===== config.mk =====
export PLATFORM = sky130hd
export DESIGN_NAME = dcache_d0_flat
export DESIGN_NICKNAME = d
export VERILOG_FILES = /design/src/source/dcache_pkg.sv /design/src/source/dcache_stage_if.sv /design/src/source/dcache_d0_arbiter.sv /design/src/source/dcache_d0_mem_ctrl.sv /design/src/source/dcache_d0.sv /design/src/flat_wrapper.sv
export VERILOG_INCLUDE_DIRS = /design/src /design/src/source
export SDC_FILE = /design/constraint.sdc
export NUM_CORES = 1
export LEC_CHECK = 0
export BUFFER_PORTS_ARGS = -buffer_cell sky130_fd_sc_hd__buf_4
export CAP_MARGIN = 20
export CORE_AREA = 8 8 260 262
export DETAILED_ROUTE_END_ITERATION = 8
export DIE_AREA = 0 0 268 270
export HOLD_SLACK_MARGIN = 0.1
export PLACE_DENSITY_LB_ADDON = 0.1
export SYNTH_ARGS = -nofsm -noshare
export SYNTH_HDL_FRONTEND = slang
export SYNTH_SLANG_ARGS = --single-unit

===== constraint.sdc =====
create_clock -name clk_i -period 3.8 [get_ports clk_i]
set_input_delay 0.38 -clock clk_i [delete_from_list [all_inputs] [get_ports clk_i]]
set_output_delay 0.38 -clock clk_i [all_outputs]
set_load 0.05 [all_outputs]

===== src/source/dcache_params.svh =====
// ###################################################################
// Cache geometry shared by the package and the RTL
// Victim selection keeps one bit per set, so DC_WAYS must stay at 2
// Derived widths assume power-of-two sets and words per line
// ###################################################################
`ifndef DCACHE_PARAMS_SVH
`define DCACHE_PARAMS_SVH

`define DC_WAYS   2
`define DC_SETS   16
`define DC_WORDS  4
`define DC_ADDR_W 32
`define DC_WORD_W 32

// Derived field widths of a byte address
`define DC_BOFF_W $clog2(`DC_WORD_W / 8)
`define DC_WOFF_W $clog2(`DC_WORDS)
`define DC_LOFF_W (`DC_BOFF_W + `DC_WOFF_W)
`define DC_SET_W  $clog2(`DC_SETS)
`define DC_TAG_W  (`DC_ADDR_W - `DC_SET_W - `DC_LOFF_W)
`define DC_LINE_W (`DC_WORDS * `DC_WORD_W)

`endif


===== src/source/dcache_pkg.sv =====
// ###################################################################
// Types shared by the L1 data cache RTL
// Address layout is tag, set index, word offset, byte offset
// ###################################################################
`include "dcache_params.svh"

package dcache_pkg;

  // Address fields
  typedef logic [`DC_ADDR_W-1:0]              addr_t;
  typedef logic [`DC_ADDR_W-`DC_LOFF_W-1:0]   line_addr_t;
  typedef logic [`DC_SET_W-1:0]               set_idx_t;
  typedef logic [`DC_TAG_W-1:0]               tag_t;
  typedef logic [`DC_WOFF_W-1:0]              word_off_t;

  // Data and byte enables
  typedef logic [`DC_WORD_W-1:0]              word_t;
  typedef logic [`DC_WORD_W/8-1:0]            word_be_t;
  typedef logic [`DC_LINE_W-1:0]              line_t;
  typedef logic [`DC_LINE_W/8-1:0]            line_be_t;

  // One bit per way
  typedef logic [`DC_WAYS-1:0]                way_vec_t;

  // Source that owns d0 in a cycle
  typedef enum logic [2:0] {
    SrcNone,
    SrcSweep,
    SrcD1,
    SrcL2,
    SrcLsq
  } d0_src_e;

  // Operation carried from d0 into d1
  typedef enum logic [2:0] {
    OpIdle,
    OpLoad,
    OpStore,
    OpRefill,
    OpSweep,
    OpLineWr
  } d0_op_e;

endpackage


===== src/source/dcache_stage_if.sv =====
// ###################################################################
// Link between the d0 and d1 stages
// No ready goes back to d0, since d1 takes every request
// ###################################################################
interface dcache_stage_if;
  import dcache_pkg::*;

  // Registered request from d0
  d0_op_e   op;
  addr_t    addr;
  word_t    wdata;
  word_be_t be;

  // Store-hit write-back from d1
  logic     wr_valid;
  way_vec_t wr_way;
  set_idx_t wr_set;
  line_t    wr_line;
  word_be_t wr_be;

  // Pending L2 request or busy MSHR
  logic     stalled;

  modport d0 (
    output op, addr, wdata, be,
    input  wr_valid, wr_way, wr_set, wr_line, wr_be, stalled
  );

  modport d1 (
    input  op, addr, wdata, be,
    output wr_valid, wr_way, wr_set, wr_line, wr_be, stalled
  );

endinterface


===== src/source/dcache_d0_arbiter.sv =====
// ###################################################################
// Fixed-priority scheduler of the d0 stage
// Order is sweep, d1 write-back, L2 answer, LSQ request
// Readies never depend on the valid of the same source
// ###################################################################
module dcache_d0_arbiter (
  input  logic                sweep_i,
  input  logic                d1_wr_i,
  input  logic                l2_valid_i,
  input  logic                lsq_valid_i,
  input  logic                stalled_i,
  output dcache_pkg::d0_src_e winner_o,
  output logic                lsq_ready_o,
  output logic                l2_ready_o
);
  import dcache_pkg::*;

  logic lsq_free;

  // L2 answers only wait for the sweep and write-backs
  assign l2_ready_o = !sweep_i && !d1_wr_i;

  // LSQ needs an empty cycle and an unstalled d1
  assign lsq_free    = l2_ready_o && !l2_valid_i && !stalled_i;
  assign lsq_ready_o = lsq_free;

  // Sweep and write-back never overlap a stall
  // A stall comes from a miss, which blocks the LSQ
  always_comb begin
    if (sweep_i) begin
      winner_o = SrcSweep;
    end else if (d1_wr_i) begin
      winner_o = SrcD1;
    end else if (l2_valid_i) begin
      winner_o = SrcL2;
    end else if (lsq_valid_i && lsq_free) begin
      winner_o = SrcLsq;
    end else begin
      winner_o = SrcNone;
    end
  end

endmodule


===== src/source/dcache_d0_mem_ctrl.sv =====
// ###################################################################
// Tag and data memory control per d0 operation
// Data enable doubles as the read strobe of a way
// ###################################################################
`include "dcache_params.svh"

module dcache_d0_mem_ctrl (
  input  dcache_pkg::d0_op_e    op_i,
  input  dcache_pkg::way_vec_t  wr_way_i,
  input  dcache_pkg::way_vec_t  refill_way_i,
  input  dcache_pkg::word_off_t byte_off_i,
  input  dcache_pkg::line_be_t  be_i,
  output dcache_pkg::way_vec_t  tag_we_o,
  output dcache_pkg::way_vec_t  data_en_o,
  output dcache_pkg::line_be_t  line_be_o,
  output logic                  rd_en_o
);
  import dcache_pkg::*;

  always_comb begin
    tag_we_o  = '0;
    data_en_o = '0;
    line_be_o = '0;
    rd_en_o   = 1'b0;
    case (op_i)
      // Invalidate the set in every way
      OpSweep: tag_we_o = '1;
      // Whole line, tag and valid into the MSHR way
      OpRefill: begin
        tag_we_o  = refill_way_i;
        data_en_o = refill_way_i;
        line_be_o = '1;
      end
      // Store bytes moved to their word slot
      OpLineWr: begin
        data_en_o = wr_way_i;
        line_be_o = be_i << ((`DC_WORD_W / 8) * byte_off_i);
      end
      // Read every way for the tag compare
      OpLoad, OpStore: begin
        data_en_o = '1;
        rd_en_o   = 1'b1;
      end
      default: ;
    endcase
  end

endmodule


===== src/source/dcache_d0.sv =====
// ###################################################################
// d0 stage of the L1 data cache
// Runs a set sweep after reset before any request is taken
// An L2 answer that misses the MSHR is taken and dropped
// The write-back reuses the store still held in the d0 register
// ###################################################################
`include "dcache_params.svh"

module dcache_d0 (
  input  logic                   clk_i,
  input  logic                   rst_ni,
  input  logic                   clr_i,
  input  logic                   lsq_req_valid_i,
  output logic                   lsq_req_ready_o,
  input  logic                   lsq_req_we_i,
  input  dcache_pkg::addr_t      lsq_req_addr_i,
  input  dcache_pkg::word_t      lsq_req_wdata_i,
  input  dcache_pkg::word_be_t   lsq_req_be_i,
  input  logic                   l2_ans_valid_i,
  output logic                   l2_ans_ready_o,
  input  dcache_pkg::line_addr_t l2_ans_addr_i,
  input  dcache_pkg::line_t      l2_ans_line_i,
  output logic                   lsq_wup_valid_o,
  output dcache_pkg::line_addr_t lsq_wup_addr_o,
  dcache_stage_if.d0             stage,
  input  dcache_pkg::way_vec_t   mshr_way_i,
  input  dcache_pkg::line_addr_t mshr_addr_i,
  output dcache_pkg::set_idx_t   mem_set_o,
  output dcache_pkg::tag_t       mem_tag_o,
  output logic                   mem_valid_o,
  output dcache_pkg::line_t      mem_line_o,
  output dcache_pkg::line_be_t   mem_line_be_o,
  output dcache_pkg::way_vec_t   mem_tag_we_o,
  output dcache_pkg::way_vec_t   mem_data_en_o
);
  import dcache_pkg::*;

  logic     sweep_q;
  set_idx_t sweep_cnt_q;
  d0_src_e  winner;
  d0_op_e   op;
  logic     refill_hit;
  logic     rd_en;
  logic     reg_load;
  addr_t    next_addr;

  // Sweep one set per cycle from reset
  always_ff @(posedge clk_i or negedge rst_ni) begin
    if (!rst_ni) begin
      sweep_q     <= 1'b1;
      sweep_cnt_q <= '0;
    end else if (sweep_q) begin
      sweep_cnt_q <= sweep_cnt_q + 1'b1;
      if (sweep_cnt_q == set_idx_t'(`DC_SETS - 1)) begin
        sweep_q <= 1'b0;
      end
    end
  end

  dcache_d0_arbiter arbiter_inst (
    .sweep_i     (sweep_q),
    .d1_wr_i     (stage.wr_valid),
    .l2_valid_i  (l2_ans_valid_i),
    .lsq_valid_i (lsq_req_valid_i),
    .stalled_i   (stage.stalled),
    .winner_o    (winner),
    .lsq_ready_o (lsq_req_ready_o),
    .l2_ready_o  (l2_ans_ready_o)
  );

  // MSHR way is zero while no miss is outstanding
  assign refill_hit = |mshr_way_i && (l2_ans_addr_i == mshr_addr_i);

  // Winner to operation
  always_comb begin
    case (winner)
      SrcSweep: op = OpSweep;
      SrcD1:    op = OpLineWr;
      SrcL2:    op = refill_hit ? OpRefill : OpIdle;
      SrcLsq:   op = lsq_req_we_i ? OpStore : OpLoad;
      default:  op = OpIdle;
    endcase
  end

  // Memory set, tag and line from the winner
  always_comb begin
    mem_set_o   = lsq_req_addr_i[`DC_LOFF_W +: `DC_SET_W];
    mem_tag_o   = l2_ans_addr_i[`DC_SET_W +: `DC_TAG_W];
    mem_valid_o = 1'b1;
    mem_line_o  = l2_ans_line_i;
    next_addr   = lsq_req_addr_i;
    case (winner)
      SrcSweep: begin
        mem_set_o   = sweep_cnt_q;
        mem_tag_o   = '0;
        mem_valid_o = 1'b0;
        next_addr   = addr_t'({sweep_cnt_q, {`DC_LOFF_W{1'b0}}});
      end
      SrcD1: begin
        mem_set_o  = stage.wr_set;
        mem_line_o = stage.wr_line;
      end
      SrcL2: begin
        mem_set_o = l2_ans_addr_i[`DC_SET_W-1:0];
        next_addr = {l2_ans_addr_i, {`DC_LOFF_W{1'b0}}};
      end
      default: ;
    endcase
  end

  dcache_d0_mem_ctrl mem_ctrl_inst (
    .op_i         (op),
    .wr_way_i     (stage.wr_way),
    .refill_way_i (mshr_way_i),
    .byte_off_i   (stage.addr[`DC_BOFF_W +: `DC_WOFF_W]),
    .be_i         (line_be_t'(stage.wr_be)),
    .tag_we_o     (mem_tag_we_o),
    .data_en_o    (mem_data_en_o),
    .line_be_o    (mem_line_be_o),
    .rd_en_o      (rd_en)
  );

  // d1 only needs reads, refills and sweeps
  assign reg_load = rd_en || (op == OpRefill) || (op == OpSweep);

  always_ff @(posedge clk_i or negedge rst_ni) begin
    if (!rst_ni) begin
      stage.op <= OpIdle;
    end else if (clr_i || !reg_load) begin
      stage.op <= OpIdle;
    end else begin
      stage.op <= op;
    end
  end

  // Payload kept until the next useful operation
  always_ff @(posedge clk_i) begin
    if (reg_load) begin
      stage.addr  <= next_addr;
      stage.wdata <= lsq_req_wdata_i;
      stage.be    <= lsq_req_be_i;
    end
  end

  // Wake-up while the matching answer is taken
  assign lsq_wup_valid_o = (op == OpRefill);
  assign lsq_wup_addr_o  = l2_ans_addr_i;

endmodule


===== src/flat_wrapper.sv =====
// flat-port wrapper written by rule: the top's interface ports become plain ports
module dcache_d0_flat import dcache_pkg::*;
  (clk_i, rst_ni, clr_i, lsq_req_valid_i, lsq_req_ready_o, lsq_req_we_i, lsq_req_addr_i, lsq_req_wdata_i, lsq_req_be_i, l2_ans_valid_i, l2_ans_ready_o, l2_ans_addr_i, l2_ans_line_i, lsq_wup_valid_o, lsq_wup_addr_o, mshr_way_i, mshr_addr_i, mem_set_o, mem_tag_o, mem_valid_o, mem_line_o, mem_line_be_o, mem_tag_we_o, mem_data_en_o, stage_op, stage_addr, stage_wdata, stage_be, stage_wr_valid, stage_wr_way, stage_wr_set, stage_wr_line, stage_wr_be, stage_stalled);
  dcache_stage_if stage_i ();
  input  logic clk_i;
  input  logic rst_ni;
  input  logic clr_i;
  input  logic lsq_req_valid_i;
  output logic lsq_req_ready_o;
  input  logic lsq_req_we_i;
  input  dcache_pkg::addr_t lsq_req_addr_i;
  input  dcache_pkg::word_t lsq_req_wdata_i;
  input  dcache_pkg::word_be_t lsq_req_be_i;
  input  logic l2_ans_valid_i;
  output logic l2_ans_ready_o;
  input  dcache_pkg::line_addr_t l2_ans_addr_i;
  input  dcache_pkg::line_t l2_ans_line_i;
  output logic lsq_wup_valid_o;
  output dcache_pkg::line_addr_t lsq_wup_addr_o;
  input  dcache_pkg::way_vec_t mshr_way_i;
  input  dcache_pkg::line_addr_t mshr_addr_i;
  output dcache_pkg::set_idx_t mem_set_o;
  output dcache_pkg::tag_t mem_tag_o;
  output logic mem_valid_o;
  output dcache_pkg::line_t mem_line_o;
  output dcache_pkg::line_be_t mem_line_be_o;
  output dcache_pkg::way_vec_t mem_tag_we_o;
  output dcache_pkg::way_vec_t mem_data_en_o;
  output wire logic [$bits(stage_i.op)-1:0] stage_op;
  output wire logic [$bits(stage_i.addr)-1:0] stage_addr;
  output wire logic [$bits(stage_i.wdata)-1:0] stage_wdata;
  output wire logic [$bits(stage_i.be)-1:0] stage_be;
  input wire logic [$bits(stage_i.wr_valid)-1:0] stage_wr_valid;
  input wire logic [$bits(stage_i.wr_way)-1:0] stage_wr_way;
  input wire logic [$bits(stage_i.wr_set)-1:0] stage_wr_set;
  input wire logic [$bits(stage_i.wr_line)-1:0] stage_wr_line;
  input wire logic [$bits(stage_i.wr_be)-1:0] stage_wr_be;
  input wire logic [$bits(stage_i.stalled)-1:0] stage_stalled;
  assign stage_op = stage_i.op;
  assign stage_addr = stage_i.addr;
  assign stage_wdata = stage_i.wdata;
  assign stage_be = stage_i.be;
  assign stage_i.wr_valid = stage_wr_valid;
  assign stage_i.wr_way = stage_wr_way;
  assign stage_i.wr_set = stage_wr_set;
  assign stage_i.wr_line = stage_wr_line;
  assign stage_i.wr_be = stage_wr_be;
  assign stage_i.stalled = stage_stalled;
  dcache_d0 u_core (.clk_i(clk_i), .rst_ni(rst_ni), .clr_i(clr_i), .lsq_req_valid_i(lsq_req_valid_i), .lsq_req_ready_o(lsq_req_ready_o), .lsq_req_we_i(lsq_req_we_i), .lsq_req_addr_i(lsq_req_addr_i), .lsq_req_wdata_i(lsq_req_wdata_i), .lsq_req_be_i(lsq_req_be_i), .l2_ans_valid_i(l2_ans_valid_i), .l2_ans_ready_o(l2_ans_ready_o), .l2_ans_addr_i(l2_ans_addr_i), .l2_ans_line_i(l2_ans_line_i), .lsq_wup_valid_o(lsq_wup_valid_o), .lsq_wup_addr_o(lsq_wup_addr_o), .stage(stage_i), .mshr_way_i(mshr_way_i), .mshr_addr_i(mshr_addr_i), .mem_set_o(mem_set_o), .mem_tag_o(mem_tag_o), .mem_valid_o(mem_valid_o), .mem_line_o(mem_line_o), .mem_line_be_o(mem_line_be_o), .mem_tag_we_o(mem_tag_we_o), .mem_data_en_o(mem_data_en_o));
endmodule

==> metrics.yaml, run 1 <==
drt:
  drt_pass1_iterations: 4
  wl_microns: 43900
  ant_nets: 0
  drcViolationCount: 0
  via_count: 6179
  first_iter_violations: 182
  routed_via_density: 3.16
  wl_per_cell_microns: 22.4
timing:
  finalCriticalPeriod_ns: 3.05
  timing.final.ws_setup_ns: 0.753
  finClkSkew_ns: 0.0122
  rsz0062_at_grt: "no"
  setup-tns-final_ns: 0
  hold_viol: 0
  final-max-slew-violation-count: 0
  clock.fmax_mhz: 328
  fin_crit_sh_pct: 80.2
  worst_pin_slew_ns: 0.908
  slew_headroom_pct: 38.9
  setup_viol: 0
floorplanning:
  die-area_sq_um: 72400
  die_h_microns: 270
  initial_utilization_pct: 8.35
  rows: 93
  fp.dieW_microns: 268
  num_io_pins: 679
  core_area_sq_um: 63600
clock_network:
  cts_hold_buf: 1
  cts_buffer_depth: 2
  postCtsSetupBuffers: 0
  clk_pin_slew_ns: 0.08
  cts_resized: 0
  ctsHtreeMaxLevel: 3
  clock_sinks: 76
  root_buffer: "clkbuf_16"
  cts_inserted_buffers: 9
  clkLatencyLatePin_ns: 0.37
  cts_tree: "yes"
worst_setup_path:
  worstSetupEndpointType: "output port"
  cp.arrival_ns: 2.67
  crit_path_max_fanout: 30
  crit_required_ns: 3.42
  worst_r2r_endpoint: "u_core.stage.addr[5]$_DFFE_PP_"
  r2r_slack_ns: 1.27
  reg2reg_depth: 5
  start_kind: "flip-flop"
  crit-reg2reg-launch: "u_core.sweep_q$_DFF_PN1_"
  path_class: "reg -> out"
finish:
  layout-drive-gt1-share_pct: 76.8
  fin_util_pct: 18.1
  fin_nets: 1494
  multi_input_area_sq_um: 2680
  syn_to_final_growth_pct: 117
  register_area_sq_um: 2240
  n_fill_cell: 7203
  final_cell_count_no_fill: 1955
logic_synthesis:
  synth-seq-cells: 76
  seq_area_frac_synth_pct: 42.2
  yosys_warnings: 0
  syn_area_sq_um: 5310
  syn_area_per_cell_sq_um: 11.8
  synth.distinct_cells: 33
  syn_inst: 450
  synthesis.nets: 851
worst_hold_path:
  hold_path_depth: 1
  hold_start: "lsq_req_wdata_i[23]"
  hold_end: "u_core.stage.wdata[23]$_DFFE_PP_"
  min_path_type: "in -> reg"
power_and_ir_drop:
  vdd_drop_max_mv: 0.205
  leakage_nw: 5.33
  powerDensity_nw_per_um2: 291
outcome:
  status: "finished, final reports clean"
global_route:
  grt_pass1_wl_microns: 58400
  grt_max_degree: 42
  antenna_found_initial: 6
  grt-ovfl-total: 0
  grt_pass1_vias: 6806
  grt_use_total_pct: 11.6
placement:
  dp_hpwl_microns: 38900
  dp_cells: 1936
  place.gp.congestion: 0.844
  io_buffers: 678
  pre_cts_ws_ns: 0.785
job:
  cap_violations: 0
-- flip-flops by register name, indices dropped and copies added, names as in the netlist --
name and cells:
u_core.sweep_q 1, u_core.stage.be 4, u_core.stage.wdata 32, u_core.stage.addr 32, u_core.stage.op 3, u_core.sweep_cnt_q 4
-- routing by layer --
metal / vias up / GRT usage (%) / routed length (microns)
li1: 2920 / - / -
met1: 2906 / 12.6 / 16200
met2: 317 / 21.0 / 22800
met3: 26 / 4.47 / 4360
met4: 10 / 2.56 / 456
met5: - / 0 / 64
-- report_power, final --
part / leakage (nW) / switching (mW) / internal (mW)
combinational: 4.45 / 0.897 / 0.616
sequential: 0.733 / 0.00480 / 0.932
clock: 0.140 / 0.447 / 0.460
total: 5.33 / 1.35 / 2.01
-- how the worst max path moves through the flow --
stage / from / to
finish: u_core.sweep_q$_DFF_PN1_ / mem_line_o[127]
global route: u_core.sweep_q$_DFF_PN1_ / mem_line_o[127]
CTS: u_core.sweep_q$_DFF_PN1_ / mem_line_o[127]
detailed placement: l2_ans_addr_i[22] / mem_data_en_o[0]
global placement: l2_ans_addr_i[12] / mem_data_en_o[1]
floorplan: l2_ans_valid_i / u_core.stage.addr[0]$_DFFE_PP_
-- worst max-delay path, cell delays in order (launching register included) --
cell and delay, ns:
dfstp_2 0.54, and2b_4 0.69, buf_4 0.42, mux2_2 0.40
buf_4 0.20
-- through the flow --
stage                     total power, mW  hold WS (ns)  instance area, sq um
after global placement               2.50         0.226                 11200
after global routing                 3.53         0.146                 11500
after floorplan                      1.81        0.0844                  5320
after detailed placement             2.49         0.226                 11200
final                                3.36         0.178                 11500
after CTS                            3.46         0.129                 11500
-- Yosys cell counts --
| master | count | area (sq um) |
|---|---|---|
| dfstp_2 | 1 | 26.3 |
| buf_6 | 2 | 22.5 |
| and2_1 | 3 | 18.8 |
| nand2_1 | 23 | 86.3 |
| nand2b_1 | 2 | 12.5 |
| xor2_1 | 5 | 43.8 |
| clkinv_1 | 1 | 3.75 |
| nand4_1 | 10 | 62.6 |
| buf_2 | 18 | 90.1 |
| a21oi_1 | 8 | 40.0 |
| nor2b_1 | 26 | 163 |
| buf_4 | 32 | 240 |
| nand3_1 | 12 | 60.1 |
| ha_1 | 1 | 12.5 |
| inv_1 | 3 | 11.3 |
| a22o_1 | 24 | 210 |
| nand4_4 | 1 | 21.3 |
| o21ai_0 | 13 | 65.1 |
| and4_4 | 1 | 11.3 |
| nor4_1 | 2 | 12.5 |
| nor2_1 | 8 | 30.0 |
| buf_1 | 1 | 3.75 |
| xnor2_1 | 26 | 228 |
| nor4_2 | 1 | 12.5 |
| clkbuf_1 | 7 | 26.3 |
| and3_1 | 4 | 25.0 |
| dfrtp_1 | 7 | 175 |
| mux2_2 | 129 | 1450 |
| mux2i_1 | 8 | 80.1 |
| a31oi_1 | 1 | 6.26 |
| edfxtp_1 | 68 | 2040 |
| and2b_1 | 1 | 7.51 |
| nor2_4 | 1 | 11.3 |
-- layout make-up --
type / instances / share of cell area (%)
Timing Repair Buffer: 692 / 45.4
Multi-Input combinational cell: 310 / 23.2
Sequential cell: 76 / 19.4
Tap cell: 855 / 9.27
Clock buffer: 9 / 1.95
Clock inverter: 7 / 0.564
Inverter: 4 / 0.130
Antenna cell: 2 / 0.0434
-- cells by family (layout without fill, tap and decap cells) --
family | after synthesis | in the layout | share of synthesized area (%)
AO/OA/AOI/OAI | 46 | 46 | 6.05
XOR/XNOR | 31 | 31 | 5.11
adder cells (fa/ha/maj) | 1 | 1 | 0.235
buffers and inverters | 64 | 712 | 7.49
flip-flops | 76 | 76 | 42.2
multiplexers | 137 | 137 | 28.8
other | 0 | 2 | 0
AND/OR/NAND/NOR | 95 | 95 | 10.1
-- cell usage in the layout, fill, tap and decap left out, drive strengths merged, types with 9 or more instances in the layout --
cell	Yosys	final
buf	53	691
mux2	129	129
edfxtp	68	68
xnor2	26	26
nor2b	26	26
a22o	24	24
nand2	23	23
o21ai	13	13
nand3	12	12
nand4	11	11
clkbuf	7	9
nor2	9	9
Power figures use the tool's default switching activity.
==> run 2, diff against run 1 <==
CORE_AREA = 8 8 257 259   (was 8 8 260 262)
DIE_AREA = 0 0 265 267   (was 0 0 268 270)
clock period = 2.5 ns   (was 3.8 ns; I/O delays follow)
==> metrics.yaml, run 2 (synthesized netlist as in run 1, its figures left out) <==
outcome:
  status: "finished, final reports clean"
worst_setup_path:
  startpoint: "u_core.sweep_q$_DFF_PN1_"
  crit_required_ns: 2.25
  cp.arrival_ns: 2.15
  path_class: "reg -> out"
  worstSetupEndpointType: "output port"
  path_cells: "and2b_4 > buf_16 > mux2_2 > buf_4"
  slowest_delay_ns: 0.43
  start_kind: "flip-flop"
  crit_path_max_fanout: 54
  slowest_stage: "dfstp_2"
  crit-reg2reg-launch: "u_core.sweep_q$_DFF_PN1_"
global_route:
  antenna_found_initial: 21
  grt_pass1_wl_microns: 61200
  grt_pass1_vias: 7217
  grt-ovfl-total: 0
  grt_use_total_pct: 12.5
  grt_max_degree: 55
floorplanning:
  num_io_pins: 679
  core_area_sq_um: 62200
  fp.dieW_microns: 265
  die-area_sq_um: 70800
  initial_utilization_pct: 8.55
  die_h_microns: 267
  rows: 92
finish:
  reg_top3: "u_core.stage.addr x32, u_core.stage.wdata x32"
  fin_nets: 1541
  layout_common_cells: "buf_4 (695), mux2_2 (129), edfxtp_1 (68)"
  layout_commonest_cell: "buf_4"
  fin_util_pct: 19.3
  final_area_sq_um: 12000
  syn_to_final_growth_pct: 125
  layout-drive-gt1-share_pct: 74.5
timing:
  finClkSkew_ns: 0.00896
  finalCriticalPeriod_ns: 2.40
  fin_crit_sh_pct: 95.8
  final-max-slew-violation-count: 0
  slew_headroom_pct: 60.6
  setup_viol: 0
  clock.fmax_mhz: 418
  holdWs_ns: 0.145
  setup-tns-final_ns: 0
  hold_viol: 0
  worst_pin_slew_ns: 0.592
  rsz0062_at_grt: "no"
placement:
  place.gp.congestion: 0.776
  dp_hpwl_microns: 42100
  io_buffers: 678
  post_dp_cell_area_sq_um: 11300
worst_hold_path:
  min_path_type: "in -> reg"
  hold_start: "lsq_req_we_i"
drt:
  wl_per_cell_microns: 24.1
  drcViolationCount: 0
  ant_nets: 0
  via_count: 6439
  first_iter_violations: 223
  routed_via_density: 3.31
  wl_microns: 46900
  drt_pass1_iterations: 4
clock_network:
  clk_pin_slew_ns: 0.07
  clock_sinks: 76
  ctsHtreeMaxLevel: 3
  cts_inserted_buffers: 9
  cts_buffer_depth: 2
  cts_tree: "yes"
  clkLatencyLatePin_ns: 0.37
  postCtsSetupBuffers: 0
  root_buffer: "clkbuf_16"
job:
  cap_violations: 0
power_and_ir_drop:
  powerDensity_nw_per_um2: 433
  power.internal_mw: 3.18
  vdd_drop_max_mv: 0.354
  switching_power_mw: 2.01
  swShare_pct: 38.7
  leakage_nw: 5.55
  p_clk_share_pct: 26.6
  power_frac_comb_pct: 46.0
  p_seq_share_pct: 27.5
==> run 2: cell type report <==
cell class	count	area, sq um
Fill cell	6924	50200
Tap cell	799	1000
Clock inverter	7	75.1
Sequential cell	76	2240
Clock buffer	9	225
Multi-Input combinational cell	310	2690
Timing Repair Buffer	739	5730
Antenna cell	4	10.0
Inverter	4	15.0
==> run 2: layer usage <==
metal | vias up | track usage (%) | share of wire [%]
li1 | 3009 | - | -
met1 | 2993 | 12.0 | 34
met5 | - | 0 | 0.27
met3 | 51 | 6.49 | 11
met4 | 20 | 2.99 | 1.6
met2 | 366 | 23.6 | 53
==> run 2: path summary, 6_finish.rpt <==
path | slack (ns) | endpoint | depth (start not counted)
worst max register to register | 0.44 | u_core.stage.addr[20]$_DFFE_PP_ | 5
worst min-delay path | 0.15 | u_core.stage.op[1]$_DFF_PN0_ | 3
min in group asynchronous | 0.28 | u_core.stage.op[2]$_DFF_PN0_ | 2
max in group asynchronous | 1.98 | u_core.sweep_q$_DFF_PN1_ | 2
worst max-delay path | 0.10 | mem_line_o[116] | 4
worst min register to register | 0.50 | u_core.sweep_q$_DFF_PN1_ | 1
==> run 2: power groups by stage <==
| stage | combinational, mW | clock (mW) | sequential, mW |
|---|---|---|---|
| 2_1_floorplan | 1.21 | 0 | 1.54 |
| 3_3_place_gp | 2.38 | 0 | 1.45 |
| 3_5_place_dp | 2.37 | 0 | 1.45 |
| 4_1_cts | 2.43 | 1.48 | 1.43 |
| 5_1_grt | 2.50 | 1.51 | 1.43 |
| 6_report | 2.38 | 1.38 | 1.43 |
==> run 2: what timing repair did <==
item	CTS	global route
resized for setup	0	1
hold endpoints to repair	47	0
hold buffers	38	0
setup endpoints to repair	0	1
==> run 2: per-stage QoR <==
step                power [mW]  worst slack (ns)  std cells
finish                    5.19             0.105       1948
global placement          3.83             0.141       1890
detailed placement        3.83             0.178       1890
floorplan                 2.75            -0.282        450
CTS                       5.33            0.0252       1944
global route              5.44            0.0111       1944
==> run 2: worst max-delay path, delay by kind of cell (launching register included) <==
family	cells	cell delay, ns
muxes	1	0.43
buffers and inverters	2	0.49
and+or+nand+nor	1	0.37
DFF	1	0.43
==> run 3, diff against run 2 <==
BUFFER_PORTS_ARGS = -buffer_cell sky130_fd_sc_hd__buf_2   (was -buffer_cell sky130_fd_sc_hd__buf_4)
==> metrics.yaml, run 3 (synthesized netlist as in run 1, its figures left out) <==
placement:
  io_buffers: 678
  dp_cells: 1905
  dp_hpwl_microns: 40100
  place.gp.congestion: 0.821
  pre_cts_ws_ns: 0.0424
  post_dp_cell_area_sq_um: 9930
clock_network:
  ctsHtreeMaxLevel: 3
  clk_pin_slew_ns: 0.07
  clkLatencyLatePin_ns: 0.37
  cts_inserted_buffers: 9
  cts_tree: "yes"
  cts_buffer_depth: 2
  clock_sinks: 76
  root_buffer: "clkbuf_16"
timing:
  finalCriticalPeriod_ns: 2.40
  clock.fmax_mhz: 417
  setup-tns-final_ns: 0
  worst_pin_slew_ns: 0.630
  setup_viol: 0
  holdWs_ns: 0.162
  final-max-slew-violation-count: 0
  fin_crit_sh_pct: 95.9
  slew_headroom_pct: 57.6
  rsz0062_at_grt: "no"
  timing.final.ws_setup_ns: 0.101
  finClkSkew_ns: 0.0151
  hold_viol: 0
finish:
  register_area_sq_um: 2240
  syn_to_final_growth_pct: 102
  multi_input_area_sq_um: 2700
  layout-drive-gt1-share_pct: 75.0
  fin_nets: 1558
  reg_top3: "u_core.stage.addr x32, u_core.stage.wdata x32"
  n_fill_cell: 7071
  final_cell_count_no_fill: 1971
  fin_util_pct: 17.2
  final_area_sq_um: 10700
  layout_commonest_cell: "buf_2"
  layout_common_cells: "buf_2 (658), mux2_2 (129), edfxtp_1 (68)"
floorplanning:
  num_io_pins: 679
  fp.dieW_microns: 265
  die-area_sq_um: 70800
  rows: 92
  core_area_sq_um: 62200
  initial_utilization_pct: 8.55
  die_h_microns: 267
global_route:
  grt_pass1_wl_microns: 59400
  grt-ovfl-total: 0
  grt_pass1_vias: 7281
  grt_use_total_pct: 12.1
  grt_max_degree: 41
  antenna_found_initial: 36
power_and_ir_drop:
  vdd_drop_max_mv: 0.303
  powerDensity_nw_per_um2: 478
  totalPowerFinal_mw: 5.12
  leakage_nw: 5.17
worst_hold_path:
  hold_start: "lsq_req_addr_i[23]"
  min_path_type: "in -> reg"
  hold_end: "u_core.stage.addr[23]$_DFFE_PP_"
  hold_path_depth: 2
worst_setup_path:
  path_cells: "and2b_4 > buf_4 > buf_4 > mux2_2 > buf_12"
  crit_path_frequent_cell: "buf_4"
  slowest_delay_ns: 0.63
  reg2reg_depth: 6
  crit_buf_inv: 3
  worstSetupPathDepth: 5
  crit_family: "flip-flops"
  start_kind: "flip-flop"
  r2r_slack_ns: 0.57
  worst_r2r_endpoint: "u_core.stage.wdata[19]$_DFFE_PP_"
  crit_required_ns: 2.25
  cp.arrival_ns: 2.15
  crit_path_max_fanout: 10
  crit-reg2reg-launch: "u_core.sweep_q$_DFF_PN1_"
  path_class: "reg -> out"
  startpoint: "u_core.sweep_q$_DFF_PN1_"
  worstSetupEndpointType: "output port"
  slowest_stage: "dfstp_2"
job:
  cap_violations: 0
drt:
  drcViolationCount: 0
  first_iter_violations: 255
  via_count: 6518
  routed_via_density: 3.31
  wl_microns: 45000
  ant_nets: 0
  drt_pass1_iterations: 6
  wl_per_cell_microns: 22.9
outcome:
  status: "finished, final reports clean"
==> run 3: cell count changes in the layout (fill, tap and decap cells not counted), moves of 6 or more <==
cell,delta
buf_12,+16
buf_2,+658
buf_4,-659
diode_2,+6
==> run 3: final cells by class <==
class | count | share of cell area [%]
multi-input combinational | 310 | 25.2
antenna | 10 | 0.234
sequential | 76 | 20.9
clock buffer | 9 | 2.10
tap | 799 | 9.34
clock inverter | 7 | 0.981
timing repair buffer | 756 | 41.0
inverter | 4 | 0.140
==> run 3: worst max path at each step <==
stage	to	slack (ns)
final	mem_line_o[66]	0.10
after global routing	mem_line_o[26]	0.001
after CTS	mem_line_o[66]	0.005
after detailed placement	mem_tag_we_o[1]	0.04
after global placement	mem_data_en_o[0]	0.08
after floorplan	mem_data_en_o[0]	-0.28
==> run 3: worst reg2reg max path, stage by stage (launching register included) <==
cell,delay [ns]
dfstp_2,0.42
nor4_2,0.33
and2_1,0.21
buf_4,0.22
nor2_1,0.10
nand2_4,0.13
buf_12,0.19
==> run 3: power by group <==
part | internal, mW | switching, mW
Sequential | 1.42 | 0.00626
Combinational | 0.744 | 1.39
Clock | 0.894 | 0.663
==> run 3: per-layer routing <==
metal | vias up | GRT usage (%) | wire length (microns)
met5 | - | 0 | 206
met4 | 32 | 2.48 | 843
met3 | 69 | 5.77 | 4530
met2 | 363 | 22.8 | 23800
met1 | 2994 | 12.0 | 15700
li1 | 3060 | - | -
==> run 3: timing repair <==
item / CTS / global route
pin swaps: 0 / 1
hold buffers: 39 / 0
cloned: 0 / 0
setup endpoints to repair: 17 / 10
endpoints found under the hold margin: 47 / 0
resized for setup: 2 / 12
buffers inserted: 1 / 0
